===== src/hdl/cam_emu_pkg.sv =====
// ~~~~~~~~~~~~~~~~~~~~~~~~~~~~~~~~~~~~~~~~~~~~~~~~~~~~~~~~~~~
// shared types and frame constants for the camera emulator.
// cnt_t must hold 17 line times at the chosen HRES and TP.
// blanking lengths are in line times.
// ~~~~~~~~~~~~~~~~~~~~~~~~~~~~~~~~~~~~~~~~~~~~~~~~~~~~~~~~~~~

package cam_emu_pkg;

    typedef logic [15:0] cnt_t;      // timer target and count.
    typedef logic [15:0] coord_t;    // column or line index.
    typedef logic [23:0] pixel_t;    // rgb888, red on top.
    typedef logic [7:0]  cam_byte_t; // one byte on the data bus.

    // position of the byte currently on the bus.
    typedef struct packed {
        coord_t col;
        coord_t line;
        logic   byte_sel;  // 0 is the first byte of a pixel.
        logic   frame_sel; // 0 is frame 0.
    } cam_ptr_t;

    typedef enum logic [2:0] {
        ST_RST,
        ST_SOF,
        ST_WAIT_SOF,
        ST_SEND_LINE,
        ST_WAIT_EOF
    } cam_state_e;

    // vertical blanking, in line times.
    localparam int VSYNC_LINES = 3;
    localparam int PRE_LINES   = 17;
    localparam int POST_LINES  = 10;

    // blank pixels added to HRES in one line time.
    localparam int HBLANK_PIX  = 144;

endpackage


===== src/hdl/cam_emu_top.sv =====
// ~~~~~~~~~~~~~~~~~~~~~~~~~~~~~~~~~~~~~~~~~~~~~~~~~~~~~~~~~~~
// OV7670-style parallel camera emulator, top level.
// the pixel clock comes from outside and is forwarded as is.
// no back-pressure: data streams whenever en_i is high.
// ~~~~~~~~~~~~~~~~~~~~~~~~~~~~~~~~~~~~~~~~~~~~~~~~~~~~~~~~~~~

`timescale 1ns/1ps

module cam_emu_top
    import cam_emu_pkg::*;
#(
    parameter int HRES = 640,
    parameter int VRES = 480,
    parameter int TP   = 2
) (
    input  logic      cam_pclk_o,
    input  logic      s_rstn,
    input  logic      en_i,
    output logic      cam_clk_o,
    output logic      cam_vsync_o,
    output logic      cam_href_o,
    output cam_byte_t cam_data_o
);

    logic     s_timer_start;
    cnt_t     s_timer_target;
    logic     s_timer_done;
    cam_ptr_t s_ptr;

    assign cam_clk_o = cam_pclk_o; // forwarded pixel clock.

    cam_interval_timer timer_i (
        .cam_pclk_o (cam_pclk_o),
        .s_rstn     (s_rstn),
        .en_i       (en_i),
        .start_i    (s_timer_start),
        .target_i   (s_timer_target),
        .done_o     (s_timer_done)
    );

    cam_frame_fsm #(
        .HRES (HRES),
        .VRES (VRES),
        .TP   (TP)
    ) fsm_i (
        .cam_pclk_o     (cam_pclk_o),
        .s_rstn         (s_rstn),
        .en_i           (en_i),
        .timer_done_i   (s_timer_done),
        .timer_start_o  (s_timer_start),
        .timer_target_o (s_timer_target),
        .ptr_o          (s_ptr),
        .vsync_o        (cam_vsync_o),
        .href_o         (cam_href_o)
    );

    cam_pixel_source pixel_i (
        .ptr_i  (s_ptr),
        .data_o (cam_data_o)
    );

endmodule


===== src/hdl/cam_frame_fsm.sv =====
// ~~~~~~~~~~~~~~~~~~~~~~~~~~~~~~~~~~~~~~~~~~~~~~~~~~~~~~~~~~~
// frame sequencer: vsync, blanking, VRES lines of HRES pixels.
// href stays high for the whole active frame, no line gaps.
// en_i low restarts at frame 0 on the next enabled cycle.
// ~~~~~~~~~~~~~~~~~~~~~~~~~~~~~~~~~~~~~~~~~~~~~~~~~~~~~~~~~~~

`timescale 1ns/1ps

module cam_frame_fsm
    import cam_emu_pkg::*;
#(
    parameter int HRES = 640,
    parameter int VRES = 480,
    parameter int TP   = 2
) (
    input  logic     cam_pclk_o,
    input  logic     s_rstn,
    input  logic     en_i,
    input  logic     timer_done_i,
    output logic     timer_start_o,
    output cnt_t     timer_target_o,
    output cam_ptr_t ptr_o,
    output logic     vsync_o,
    output logic     href_o
);

    localparam int TLINE = (HRES + HBLANK_PIX) * TP; // cycles per line time.

    localparam cnt_t SOF_CNT  = cnt_t'(VSYNC_LINES * TLINE);
    localparam cnt_t PRE_CNT  = cnt_t'(PRE_LINES * TLINE);
    localparam cnt_t POST_CNT = cnt_t'(POST_LINES * TLINE);

    localparam coord_t LAST_COL  = coord_t'(HRES - 1);
    localparam coord_t LAST_LINE = coord_t'(VRES - 1);

    cam_state_e r_state;
    cam_state_e s_state;
    cam_ptr_t   r_ptr;
    cam_ptr_t   s_ptr;
    logic       s_start;
    cnt_t       s_target;

    always_comb begin
        s_state  = r_state;
        s_ptr    = r_ptr;
        s_start  = 1'b0;
        s_target = '0;
        case (r_state)
            ST_RST: begin
                s_state         = ST_SOF;
                s_start         = 1'b1;
                s_target        = SOF_CNT;
                s_ptr.byte_sel  = 1'b0;
                s_ptr.frame_sel = 1'b0;
            end
            ST_SOF: begin
                if (timer_done_i) begin
                    s_state  = ST_WAIT_SOF;
                    s_start  = 1'b1;
                    s_target = PRE_CNT;
                end
            end
            ST_WAIT_SOF: begin
                if (timer_done_i) begin
                    s_state        = ST_SEND_LINE;
                    s_ptr.col      = '0;
                    s_ptr.line     = '0;
                    s_ptr.byte_sel = 1'b0;
                end
            end
            ST_SEND_LINE: begin
                s_ptr.byte_sel = ~r_ptr.byte_sel;
                if (r_ptr.byte_sel) begin // second byte of the pixel.
                    if (r_ptr.col == LAST_COL) begin
                        s_ptr.col = '0;
                        if (r_ptr.line == LAST_LINE) begin
                            s_state    = ST_WAIT_EOF; // last byte of the frame.
                            s_start    = 1'b1;
                            s_target   = POST_CNT;
                            s_ptr.line = '0;
                        end else begin
                            s_ptr.line = r_ptr.line + coord_t'(1);
                        end
                    end else begin
                        s_ptr.col = r_ptr.col + coord_t'(1);
                    end
                end
            end
            ST_WAIT_EOF: begin
                if (timer_done_i) begin
                    s_state         = ST_SOF;
                    s_start         = 1'b1;
                    s_target        = SOF_CNT;
                    s_ptr.frame_sel = ~r_ptr.frame_sel; // alternate the images.
                end
            end
            default: begin
                s_state = ST_RST;
            end
        endcase
    end

    always_ff @(posedge cam_pclk_o or negedge s_rstn) begin
        if (!s_rstn) begin
            r_state <= ST_RST;
            r_ptr   <= '0;
        end else if (!en_i) begin
            r_state <= ST_RST;
            r_ptr   <= '0;
        end else begin
            r_state <= s_state;
            r_ptr   <= s_ptr;
        end
    end

    // sync lines drop with en_i, even before the state follows.
    assign vsync_o = en_i & (r_state == ST_SOF);
    assign href_o  = en_i & (r_state == ST_SEND_LINE);

    assign timer_start_o  = s_start;
    assign timer_target_o = s_target;
    assign ptr_o          = r_ptr;

endmodule


===== src/hdl/cam_interval_timer.sv =====
// ~~~~~~~~~~~~~~~~~~~~~~~~~~~~~~~~~~~~~~~~~~~~~~~~~~~~~~~~~~~
// one-shot interval timer. a start is taken only while idle.
// done pulses for one cycle, N+2 cycles after a start with N.
// en_i low cancels a running interval.
// ~~~~~~~~~~~~~~~~~~~~~~~~~~~~~~~~~~~~~~~~~~~~~~~~~~~~~~~~~~~

`timescale 1ns/1ps

module cam_interval_timer
    import cam_emu_pkg::*;
(
    input  logic cam_pclk_o,
    input  logic s_rstn,
    input  logic en_i,
    input  logic start_i,
    input  cnt_t target_i,
    output logic done_o
);

    cnt_t r_counter;
    cnt_t r_target;
    logic r_active;
    logic r_done;

    always_ff @(posedge cam_pclk_o or negedge s_rstn) begin
        if (!s_rstn) begin
            r_counter <= '0;
            r_active  <= 1'b0;
            r_done    <= 1'b0;
        end else if (!en_i) begin
            r_counter <= '0;
            r_active  <= 1'b0;
            r_done    <= 1'b0;
        end else if (r_active) begin
            if (r_counter == r_target) begin
                r_done    <= 1'b1; // single pulse, back to idle.
                r_active  <= 1'b0;
                r_counter <= '0;
            end else begin
                r_counter <= r_counter + 1'b1;
                r_done    <= 1'b0;
            end
        end else begin
            r_counter <= '0;
            r_done    <= 1'b0;
            if (start_i) begin
                r_active <= 1'b1;
            end
        end
    end

    always_ff @(posedge cam_pclk_o) begin
        if (start_i && !r_active) begin
            r_target <= target_i; // taken with the accepted start.
        end
    end

    assign done_o = r_done;

endmodule


===== src/hdl/cam_pixel_source.sv =====
// ~~~~~~~~~~~~~~~~~~~~~~~~~~~~~~~~~~~~~~~~~~~~~~~~~~~~~~~~~~~
// computed test pattern in place of stored images.
// frame 1 is the bitwise inverse of frame 0.
// output is rgb565, red first, purely combinational.
// ~~~~~~~~~~~~~~~~~~~~~~~~~~~~~~~~~~~~~~~~~~~~~~~~~~~~~~~~~~~

`timescale 1ns/1ps

module cam_pixel_source
    import cam_emu_pkg::*;
(
    input  cam_ptr_t  ptr_i,
    output cam_byte_t data_o
);

    logic [7:0] s_red;
    logic [7:0] s_green;
    logic [7:0] s_blue;
    pixel_t     s_pattern;
    pixel_t     s_pixel;
    cam_byte_t  s_first;
    cam_byte_t  s_second;

    // frame 0 pattern, all arithmetic wraps at 8 bits.
    assign s_red   = ptr_i.col[7:0];
    assign s_green = {ptr_i.line[3:0], 4'h0};      // line times 16.
    assign s_blue  = ptr_i.col[7:0] + ptr_i.line[7:0];

    assign s_pattern = {s_red, s_green, s_blue};
    assign s_pixel   = ptr_i.frame_sel ? ~s_pattern : s_pattern;

    // rgb565 split: r[7:3] g[7:5], then g[4:2] b[7:3].
    assign s_first  = {s_pixel[23:19], s_pixel[15:13]};
    assign s_second = {s_pixel[12:10], s_pixel[7:3]};

    assign data_o = ptr_i.byte_sel ? s_second : s_first;

endmodule


===== config.mk =====
export PLATFORM = sky130hd
export DESIGN_NAME = cam_emu_top
export DESIGN_NICKNAME = d
export VERILOG_FILES = /design/src/hdl/cam_emu_pkg.sv /design/src/hdl/cam_emu_top.sv /design/src/hdl/cam_frame_fsm.sv /design/src/hdl/cam_interval_timer.sv /design/src/hdl/cam_pixel_source.sv
export SDC_FILE = /design/constraint.sdc
export NUM_CORES = 1
export LEC_CHECK = 0
export BUFFER_PORTS_ARGS = -buffer_cell sky130_fd_sc_hd__buf_2
export CAP_MARGIN = 0
export CORE_MARGIN = 5
export CORE_UTILIZATION = 65
export CTS_CLUSTER_SIZE = 40
export DETAILED_ROUTE_END_ITERATION = 7
export HOLD_SLACK_MARGIN = 0.06
export PLACE_DENSITY = 0.83
export SLEW_MARGIN = 20
export SYNTH_ARGS = -nofsm -noshare
export SYNTH_HDL_FRONTEND = slang
export SYNTH_SLANG_ARGS = --single-unit

===== constraint.sdc =====
create_clock -name cam_pclk_o -period 3.86 [get_ports cam_pclk_o]
set_input_delay 0.579 -clock cam_pclk_o [delete_from_list [all_inputs] [get_ports cam_pclk_o]]
set_output_delay 0.579 -clock cam_pclk_o [all_outputs]
set_load 0.02 [all_outputs]

== After elaboration in Yosys (flattened, before gate mapping) ==
Cells that the tools add are included.
Word-level totals
  register bits after elaboration: 71
  output and inout bits: 11
  word-level logic and storage cells: 84
  input port bits: 3
Operators by class
  mux-type cells: 41
  reductions and logical operators: 9
  eq/ne operators: 16
  bitwise operators: 5
  add/subtract/negate cells: 4
Operators by type and width (number)
  2-to-1 mux 16 bit: 8
  case mux 16 bit (4 select lines): 1
  case mux 32 bit (2 select lines): 1
  adder 16 x 1 -> 16 bit, second input constant: 3
  2-to-1 mux 34 bit: 1
  2-to-1 mux 33 bit: 1
  2-to-1 mux 32 bit: 1
  2-to-1 mux 24 bit: 1
  NOT 24 bit: 1
  2-to-1 mux 3 bit: 7
  equality test 16 x 10 -> 1 bit, second input constant: 1
  equality test 16 bit: 1
  equality test 16 x 9 -> 1 bit, second input constant: 1
  2-to-1 mux 15 bit: 1
  case mux 3 bit (5 select lines): 1
  2-to-1 mux 14 bit: 1
  2-to-1 mux 13 bit: 1
  2-to-1 mux 1 bit: 12
  != test 3 x 2 -> 1 bit, second input constant: 3
  != test 3 bit, second input constant: 3
  adder 8 bit: 1
  2-to-1 mux 8 bit: 1
  equality test 3 x 2 -> 1 bit, second input constant: 2
  != test 3 x 1 -> 1 bit, second input constant: 2
  15 further kinds: 19

== Longest topological paths before layout ==
Gate-level depths: netlist of the first run.
  depth in word-level cells: 8
  mapped depth: 8
  gate-level depth less buffers: 6

== Cells and area by module ==
From an unflattened synthesis of the first run, not the netlist that was laid out.
Second synthesis, totals
  cells, all modules: 446
  area total of the unflattened synthesis: 4315.4 um^2
Modules (own cells, without submodules)
  cam_frame_fsm: cells each 270, seq. area each 925.9 um^2, instances 1, area each 2356.0 um^2
  cam_interval_timer: cells each 121, seq. area each 930.9 um^2, instances 1, area each 1539.0 um^2
  cam_pixel_source: cells each 54, seq. area each 0.0 um^2, instances 1, area each 412.9 um^2
  cam_emu_top: cells each 1, seq. area each 0.0 um^2, instances 1, area each 7.5 um^2

==> results of run 1 <==
[cell type report]
class | instances | area [um^2]
fill | 416 | 1445
multi-input combinational | 319 | 2056
tap | 72 | 90.09
sequential | 61 | 1556
clock inverter | 6 | 87.58
timing repair buffer | 17 | 97.59
inverter | 18 | 67.56
clock buffer | 14 | 173.9
[state kept, by name, summed over array words and instances, names as in the netlist]
register,cells
timer_i.r_active,1
fsm_i.ptr_o,34
timer_i.r_counter,16
timer_i.r_target,6
fsm_i.r_state,3
timer_i.done_o,1
[worst register-to-register path, delay by kind of cell, from the launching register on]
family / cells / cell delay, ns
AND/OR/NAND/NOR: 4 / 1.11
flip-flops: 1 / 0.44
adder cells (fa/ha/maj): 1 / 0.23
AO/OA/AOI/OAI: 1 / 0.57
[path summary, 6_finish.rpt]
| kind | end | slack (ns) | depth (start not counted) |
|---|---|---|---|
| worst min-delay path | fsm_i.ptr_o[13] | 0.24 | 1 |
| worst min register to register | fsm_i.ptr_o[17] | 0.48 | 1 |
| min in group cam_pclk_o | timer_i.done_o | 0.44 | 3 |
| worst max-delay path | cam_data_o[4] | 0.50 | 7 |
| max in group asynchronous | fsm_i.ptr_o[19] | 2.86 | 2 |
| worst max register to register | timer_i.r_target[12] | 1.14 | 6 |
[synthesized netlist by cell type, types with 2 or more instances]
| cell | count | share of area (%) |
|---|---|---|
| nand3_1 | 28 | 3.7 |
| a21boi_0 | 3 | 0.60 |
| or4_1 | 7 | 1.4 |
| nor3_1 | 16 | 2.1 |
| a21o_1 | 2 | 0.40 |
| xnor2_1 | 31 | 7.2 |
| o31ai_1 | 3 | 0.60 |
| a31oi_1 | 4 | 0.66 |
| o21ai_0 | 16 | 2.1 |
| dfrtp_1 | 55 | 36 |
| nand2_1 | 28 | 2.8 |
| a21oi_1 | 5 | 0.66 |
| or3_1 | 2 | 0.33 |
| a41o_1 | 2 | 0.53 |
| a211oi_1 | 11 | 2.2 |
| buf_2 | 3 | 0.40 |
| nor2_1 | 47 | 4.7 |
| o2bb2ai_1 | 6 | 1.4 |
| mux2i_1 | 8 | 2.1 |
| edfxtp_1 | 6 | 4.8 |
| and4_1 | 2 | 0.46 |
| and3_1 | 12 | 2.0 |
| o211ai_1 | 4 | 0.80 |
| xor2_1 | 9 | 2.1 |
| nand3b_1 | 2 | 0.40 |
| ha_1 | 10 | 3.3 |
| nand2b_1 | 11 | 1.8 |
| nand4b_1 | 3 | 0.70 |
| clkbuf_1 | 16 | 1.6 |
| a22o_1 | 3 | 0.70 |
| nor4_1 | 12 | 2.0 |
| o22ai_1 | 2 | 0.33 |
| nor2b_1 | 2 | 0.33 |
| nand4_1 | 13 | 2.2 |
| inv_1 | 18 | 1.8 |
[power breakdown]
part / internal, W / switching (W) / leakage [nW] / total [W]
Combinational: 0.0000308 / 0.0000645 / 0.727 / 0.0000953
Clock: 0.000437 / 0.000300 / 0.136 / 0.000737
Sequential: 0.000672 / 0.0000160 / 0.823 / 0.000688
Total: 0.00114 / 0.000381 / 1.69 / 0.00152
[metal layers]
metal / track usage (%) / wire length (um) / vias to the layer above
met5: 0 / 0 / -
met4: 12.75 / 208 / 0
met3: 4.658 / 561 / 22
met2: 38.68 / 3991 / 124
met1: 35.63 / 3804 / 1572
li1: - / - / 1548
[cell families (layout without fill, tap and decap cells)]
| group | Yosys count | count (layout) | synth area share, % |
|---|---|---|---|
| compound gates | 68 | 68 | 12.57 |
| simple gates | 192 | 192 | 26.89 |
| fa+ha+maj | 10 | 10 | 3.316 |
| xor+xnor | 40 | 40 | 9.284 |
| buf+inv | 39 | 55 | 4.277 |
| flops | 61 | 61 | 41.25 |
| mux | 9 | 9 | 2.420 |
[cell usage in the layout (no fill, tap or decap), types with 3 or more instances in the layout]
master / count
mux2i_1: 8
nor4_1: 12
xnor2_1: 31
and3_1: 12
nor3_1: 16
nand2b_1: 11
xor2_1: 9
nand2_1: 28
edfxtp_1: 6
o211ai_1: 4
a21oi_1: 5
inv_1: 18
o31ai_1: 3
nand4b_1: 3
o21ai_0: 16
nand4_1: 13
nand3_1: 28
ha_1: 10
a31oi_1: 4
o2bb2ai_1: 6
nor2_1: 47
buf_2: 13
a211oi_1: 11
or4_1: 7
a22o_1: 3
a21boi_0: 3
dfrtp_1: 55
clkbuf_8: 12
buf_4: 5
[through the flow]
| step | power, W | setup WS, ns | area [um^2] | hold slack (ns) |
|---|---|---|---|---|
| after floorplan | 0.0007933 | 1.143 | 3774 | 0.2834 |
| after global placement | 0.0008162 | 1.087 | 3872 | 0.4648 |
| after detailed placement | 0.0008197 | 0.9791 | 3872 | 0.4712 |
| after CTS | 0.001536 | 0.4926 | 4129 | 0.2644 |
| after global routing | 0.001580 | 0.3808 | 4129 | 0.3273 |
| final | 0.001520 | 0.4963 | 4129 | 0.2399 |
==> results_dict.tcl, run 1 <==
set metrics [dict create \
    status "completed" \
    layout.nets 443 \
    vias 3266 \
    antenna_found_initial 0 \
    ys_types 52 \
    syn-num-nets 432 \
    dp_cells 488 \
    hp-class "in2async" \
    hpwlAfterDp_mm 5.757 \
    relSlewSlack_pct 41.41 \
    initial_core_util_pct 67.70 \
    synth_edf_count 6 \
    cp_slowest_cell "or4_1" \
    num_rows 27 \
    grt.total_usage_pct 25.64 \
    r2r-start "fsm_i.ptr_o[18]" \
    synthArstFlopShare_pct 90.16 \
    p_leak_nw 1.685 \
    critPathMaxFanout 9 \
    layout-drive-gt1-share_pct 10.11 \
    fp.dieArea_mm2 0.007430 \
    synthFlopType "dfrtp_1" \
    path_cells "ha_1, a21oi_1, a21boi_0, or4_1, a31o_2, xnor2_1, buf_2" \
    drc_errors 0 \
    stdcell_count 507 \
    synthesis.area_mm2 0.003774 \
    arrival_ns 2.78 \
    min_period_over_period_pct 87.14 \
    drtIter0Drc 199 \
    ys_seq_area_share_pct 41.25 \
    critPathKind "reg2out" \
    critPathMaxStageDelay_ns 0.50 \
    insertion_delay_ns 0.46 \
    cts_resized 0 \
    ios 14 \
    syn2layout_area_growth_pct 9.416 \
    fin_tns_setup_ns 0 \
    die_h_um 86.20 \
    antenna_left 0 \
    avgSynthCellArea_um2 9.006 \
    finalHoldViolations 0 \
    die_w_um 86.20 \
    core_area_mm2 0.005574 \
    rsz0062_at_grt "no" \
    cellPowerDensity_mw_per_mm2 368.1 \
    place.gp.congestion 0.9544 \
    worst_setup_path_start_kind "flip-flop" \
    synth-seq-cells 61 \
    max_freq_mhz 297.3 \
    post-route-min-period_ns 3.364 \
    grt_max_degree 40 \
    portBuffers 13 \
    required_ns 3.28 \
    wl_per_cell_um 16.90 \
    skew_ns 0.01009 \
    grt_pass1_vias 3200 \
    max_slew.worst_pin.slew_ns 0.8788 \
    drv_slew 0 \
    setup_viol 0 \
    grt_overflow_total 0 \
    endpoint_kind "output pin" \
    startpoint "fsm_i.ptr_o[7]" \
    cap_violations 0 \
    grt_pass1_wl_mm 15.18 \
    critical_path.top_delay_family "compound AO/OA/AOI/OAI gates" \
    yosysWarnings 0 \
    cts_tree "yes" \
    cts_setup_buffers 0 \
    wl_mm 8.566 \
    diodes 0 \
    cp_num_buf_inv 1 \
    firstDrtPassIters 4 \
    ir_drop_uv 231.9 \
    final_util_pct 74.07 \
    clkTransAtPathRegs_ns 0.07 \
    via_per_inst 6.442 \
    hold_buffers 0 \
    synth_cells 419 \
]
Power figures use the tool's default switching activity.
==> run 2: changes to the inputs <==
--- a/config.mk
+++ b/config.mk
@@ -16,4 +16,5 @@
 export SLEW_MARGIN = 20
 export SYNTH_ARGS = -nofsm -noshare
 export SYNTH_HDL_FRONTEND = slang
+export SYNTH_HIERARCHICAL = 1
 export SYNTH_SLANG_ARGS = --single-unit
==> results_dict.tcl, run 2 <==
set metrics [dict create \
    critPathMaxStageDelay_ns 0.46 \
    power_frac_clock_pct 35.7 \
    firstDrtPassIters 5 \
    required_ns 3.28 \
    power_w 0.002189 \
    cts_setup_buffers 0 \
    syn2layout_area_growth_pct 7.393 \
    cp_num_buf_inv 1 \
    layout.nets 469 \
    p_seq_share_pct 45.0 \
    num_rows 29 \
    max_freq_mhz 315.1 \
    yosysWarnings 6 \
    grt_max_degree 42 \
    combinationalPowerShare_pct 19.3 \
    p_leak_nw 1.853 \
    antenna_found_initial 0 \
    synthTopCellsByArea "dfrtp_1 (32%), edfxtp_1 (11%), xnor2_1 (8.1%)" \
    ys_seq_area_share_pct 43.03 \
    dpl-instance-area_mm2 0.004364 \
    fp.dieArea_mm2 0.008369 \
    yosys.area.top_type "dfrtp_1" \
    cell_internal_pwr_w 0.001495 \
    critPathKind "reg2out" \
    diodes 0 \
    ys_types 60 \
    synthesis.area_mm2 0.004315 \
    antenna_left 0 \
    portBuffers 13 \
    relSlewSlack_pct 35.38 \
    grt_pass1_vias 3471 \
    cpMostUsedCell "a21oi_1" \
    critical_path.top_delay_family "compound AO/OA/AOI/OAI gates" \
    synthTopCellsByCount "dfrtp_1 (55), xnor2_1 (40), nand2_1 (30)" \
    wl_mm 9.552 \
    hold_buffers 0 \
    fin_area_mm2 0.004634 \
    largest_reg_flops 34 \
    hp-class "in2async" \
    ir_drop_uv 315.5 \
    grt_pass1_wl_mm 16.74 \
    drc_errors 0 \
    clkTransAtPathRegs_ns 0.08 \
    drtIter0Drc 279 \
    drv_slew 0 \
    grt_overflow_total 0 \
    die_h_um 91.48 \
    layout_commonest_cell "dfrtp_1" \
    wl_per_cell_um 17.72 \
    synthFlopType "dfrtp_1" \
    core_area_mm2 0.006422 \
    critPathMaxFanout 8 \
    cap_violations 0 \
    arrival_ns 2.59 \
    finalHoldViolations 0 \
    area.sequential_mm2 0.001857 \
    synth_top_area_share_pct 31.89 \
    path_cells "ha_1, a21oi_1, a21oi_1, or4_1, a31o_1, xnor2_1, buf_2" \
    worst_setup_path_start_kind "flip-flop" \
    synth-seq-cells 71 \
    die_w_um 91.48 \
    fin_tns_setup_ns 0 \
    p_sw_share_pct 31.73 \
    skew_ns 0.008364 \
    cellPowerDensity_mw_per_mm2 472.4 \
    layout-drive-gt1-share_pct 12.99 \
    final_util_pct 72.16 \
    synth.most_common_cell "dfrtp_1" \
    max_slew.worst_pin.slew_ns 0.9620 \
    post-route-min-period_ns 3.174 \
    vias 3448 \
    setup_viol 0 \
    ios 14 \
    avgSynthCellArea_um2 9.676 \
    place.gp.congestion 0.9191 \
    synthArstFlopShare_pct 77.46 \
    rsz0062_at_grt "no" \
    cp.depth 7 \
    fillers 447 \
    grt.total_usage_pct 24.83 \
    synth_edf_count 16 \
    final_cell_mix "dfrtp_1 (55), xnor2_1 (40), nand2_1 (30), o21ai_0 (29), nor2_1 (28)" \
    multi_input_area_mm2 0.002263 \
    insertion_delay_ns 0.45 \
    holdWs_ns 0.2678 \
    via_per_inst 6.397 \
    p_sw_w 0.0006947 \
    status "completed" \
    synth_cells 446 \
    r2r_cells 8 \
    min_period_over_period_pct 82.22 \
    hpwlAfterDp_mm 6.500 \
    endpoint_kind "output pin" \
    cp_slowest_cell "dfrtp_1" \
    cts_resized 0 \
    cts_tree "yes" \
    initial_core_util_pct 67.19 \
]
run 2: cell types whose count changed after synthesis, sizes merged, moves of 5 or more:
cell | before | now
o31ai | 3 | 10
clkbuf | 16 | 5
a21oi | 6 | 12
o2bb2ai | 6 | 1
nor2 | 47 | 31
buf | 5 | 21
o21ai | 16 | 30
nor2b | 2 | 9
edfxtp | 6 | 16
xnor2 | 31 | 40
nor3 | 17 | 24
run 2: path summary, 6_finish.rpt:
| check | slack [ns] | to | start |
|---|---|---|---|
| setup reg to reg | 1.16 | timer_i/r_target[10] | fsm_i/ptr_o[18] |
| max in group asynchronous | 2.85 | timer_i/r_counter[12] | s_rstn |
| min in group cam_pclk_o | 0.45 | fsm_i/ptr_o[1] | en_i |
| setup / recovery | 0.69 | cam_data_o[4] | fsm_i/ptr_o[4] |
| hold reg to reg | 0.49 | fsm_i/ptr_o[17] | fsm_i/ptr_o[17] |
| hold / removal | 0.27 | fsm_i/ptr_o[12] | s_rstn |
run 2: power by group through the flow:
stage	combinational, W	sequential, W	clock [W]
2_1_floorplan	0.000366	0.000946	0.0000303
3_3_place_gp	0.000403	0.000989	0.0000242
3_5_place_dp	0.000416	0.000997	0.0000242
4_1_cts	0.000422	0.000984	0.000798
5_1_grt	0.000466	0.000998	0.000835
6_report	0.000422	0.000986	0.000782
run 2: stage by stage:
step           std cells  setup slack (ns)
2_1_floorplan        452            0.9712
3_3_place_gp         520             1.216
3_5_place_dp         520             1.191
4_1_cts              539            0.6794
5_1_grt              539            0.5596
6_report             539            0.6862
run 2: worst register-to-register path, stage by stage (launching register included):
cell and delay, ns:
dfrtp_1 0.48, ha_1 0.24, nand3_1 0.16, nor2_2 0.40, and3_1 0.39, nand3_1 0.20
nand3_1 0.13, nor2b_1 0.14, buf_4 0.24
run 2: area by class of cell:
type	instances	area share [%]
inverters	14	1.134
well taps	77	2.079
multi-input cells	341	48.84
clock buffers	13	3.672
flip-flops and latches	71	40.06
repair buffers	16	1.944
clock inverters	7	2.268
run 2: routing by layer:
metal | global-route usage [%] | vias up | wire length [um] | part of all wire, %
met1 | 31.50 | 1678 | 3948 | 41
met3 | 4.793 | 22 | 393 | 4.1
li1 | - | 1636 | - | -
met4 | 11.81 | 0 | 191 | 2.0
met5 | 0 | - | 0 | 0
met2 | 40.84 | 112 | 5018 | 53
run 2: cells by family after synthesis:
logic type	after synthesis	share of synthesized area, %
muxes	5	1.160
xor gates and xnor gates	48	9.742
AOI/OAI and AO/OA	80	12.64
other	1	0.08690
adders and majority gates	9	2.609
and+or+nand+nor	192	25.69
DFF	71	43.03
buffers and inverters	40	5.045
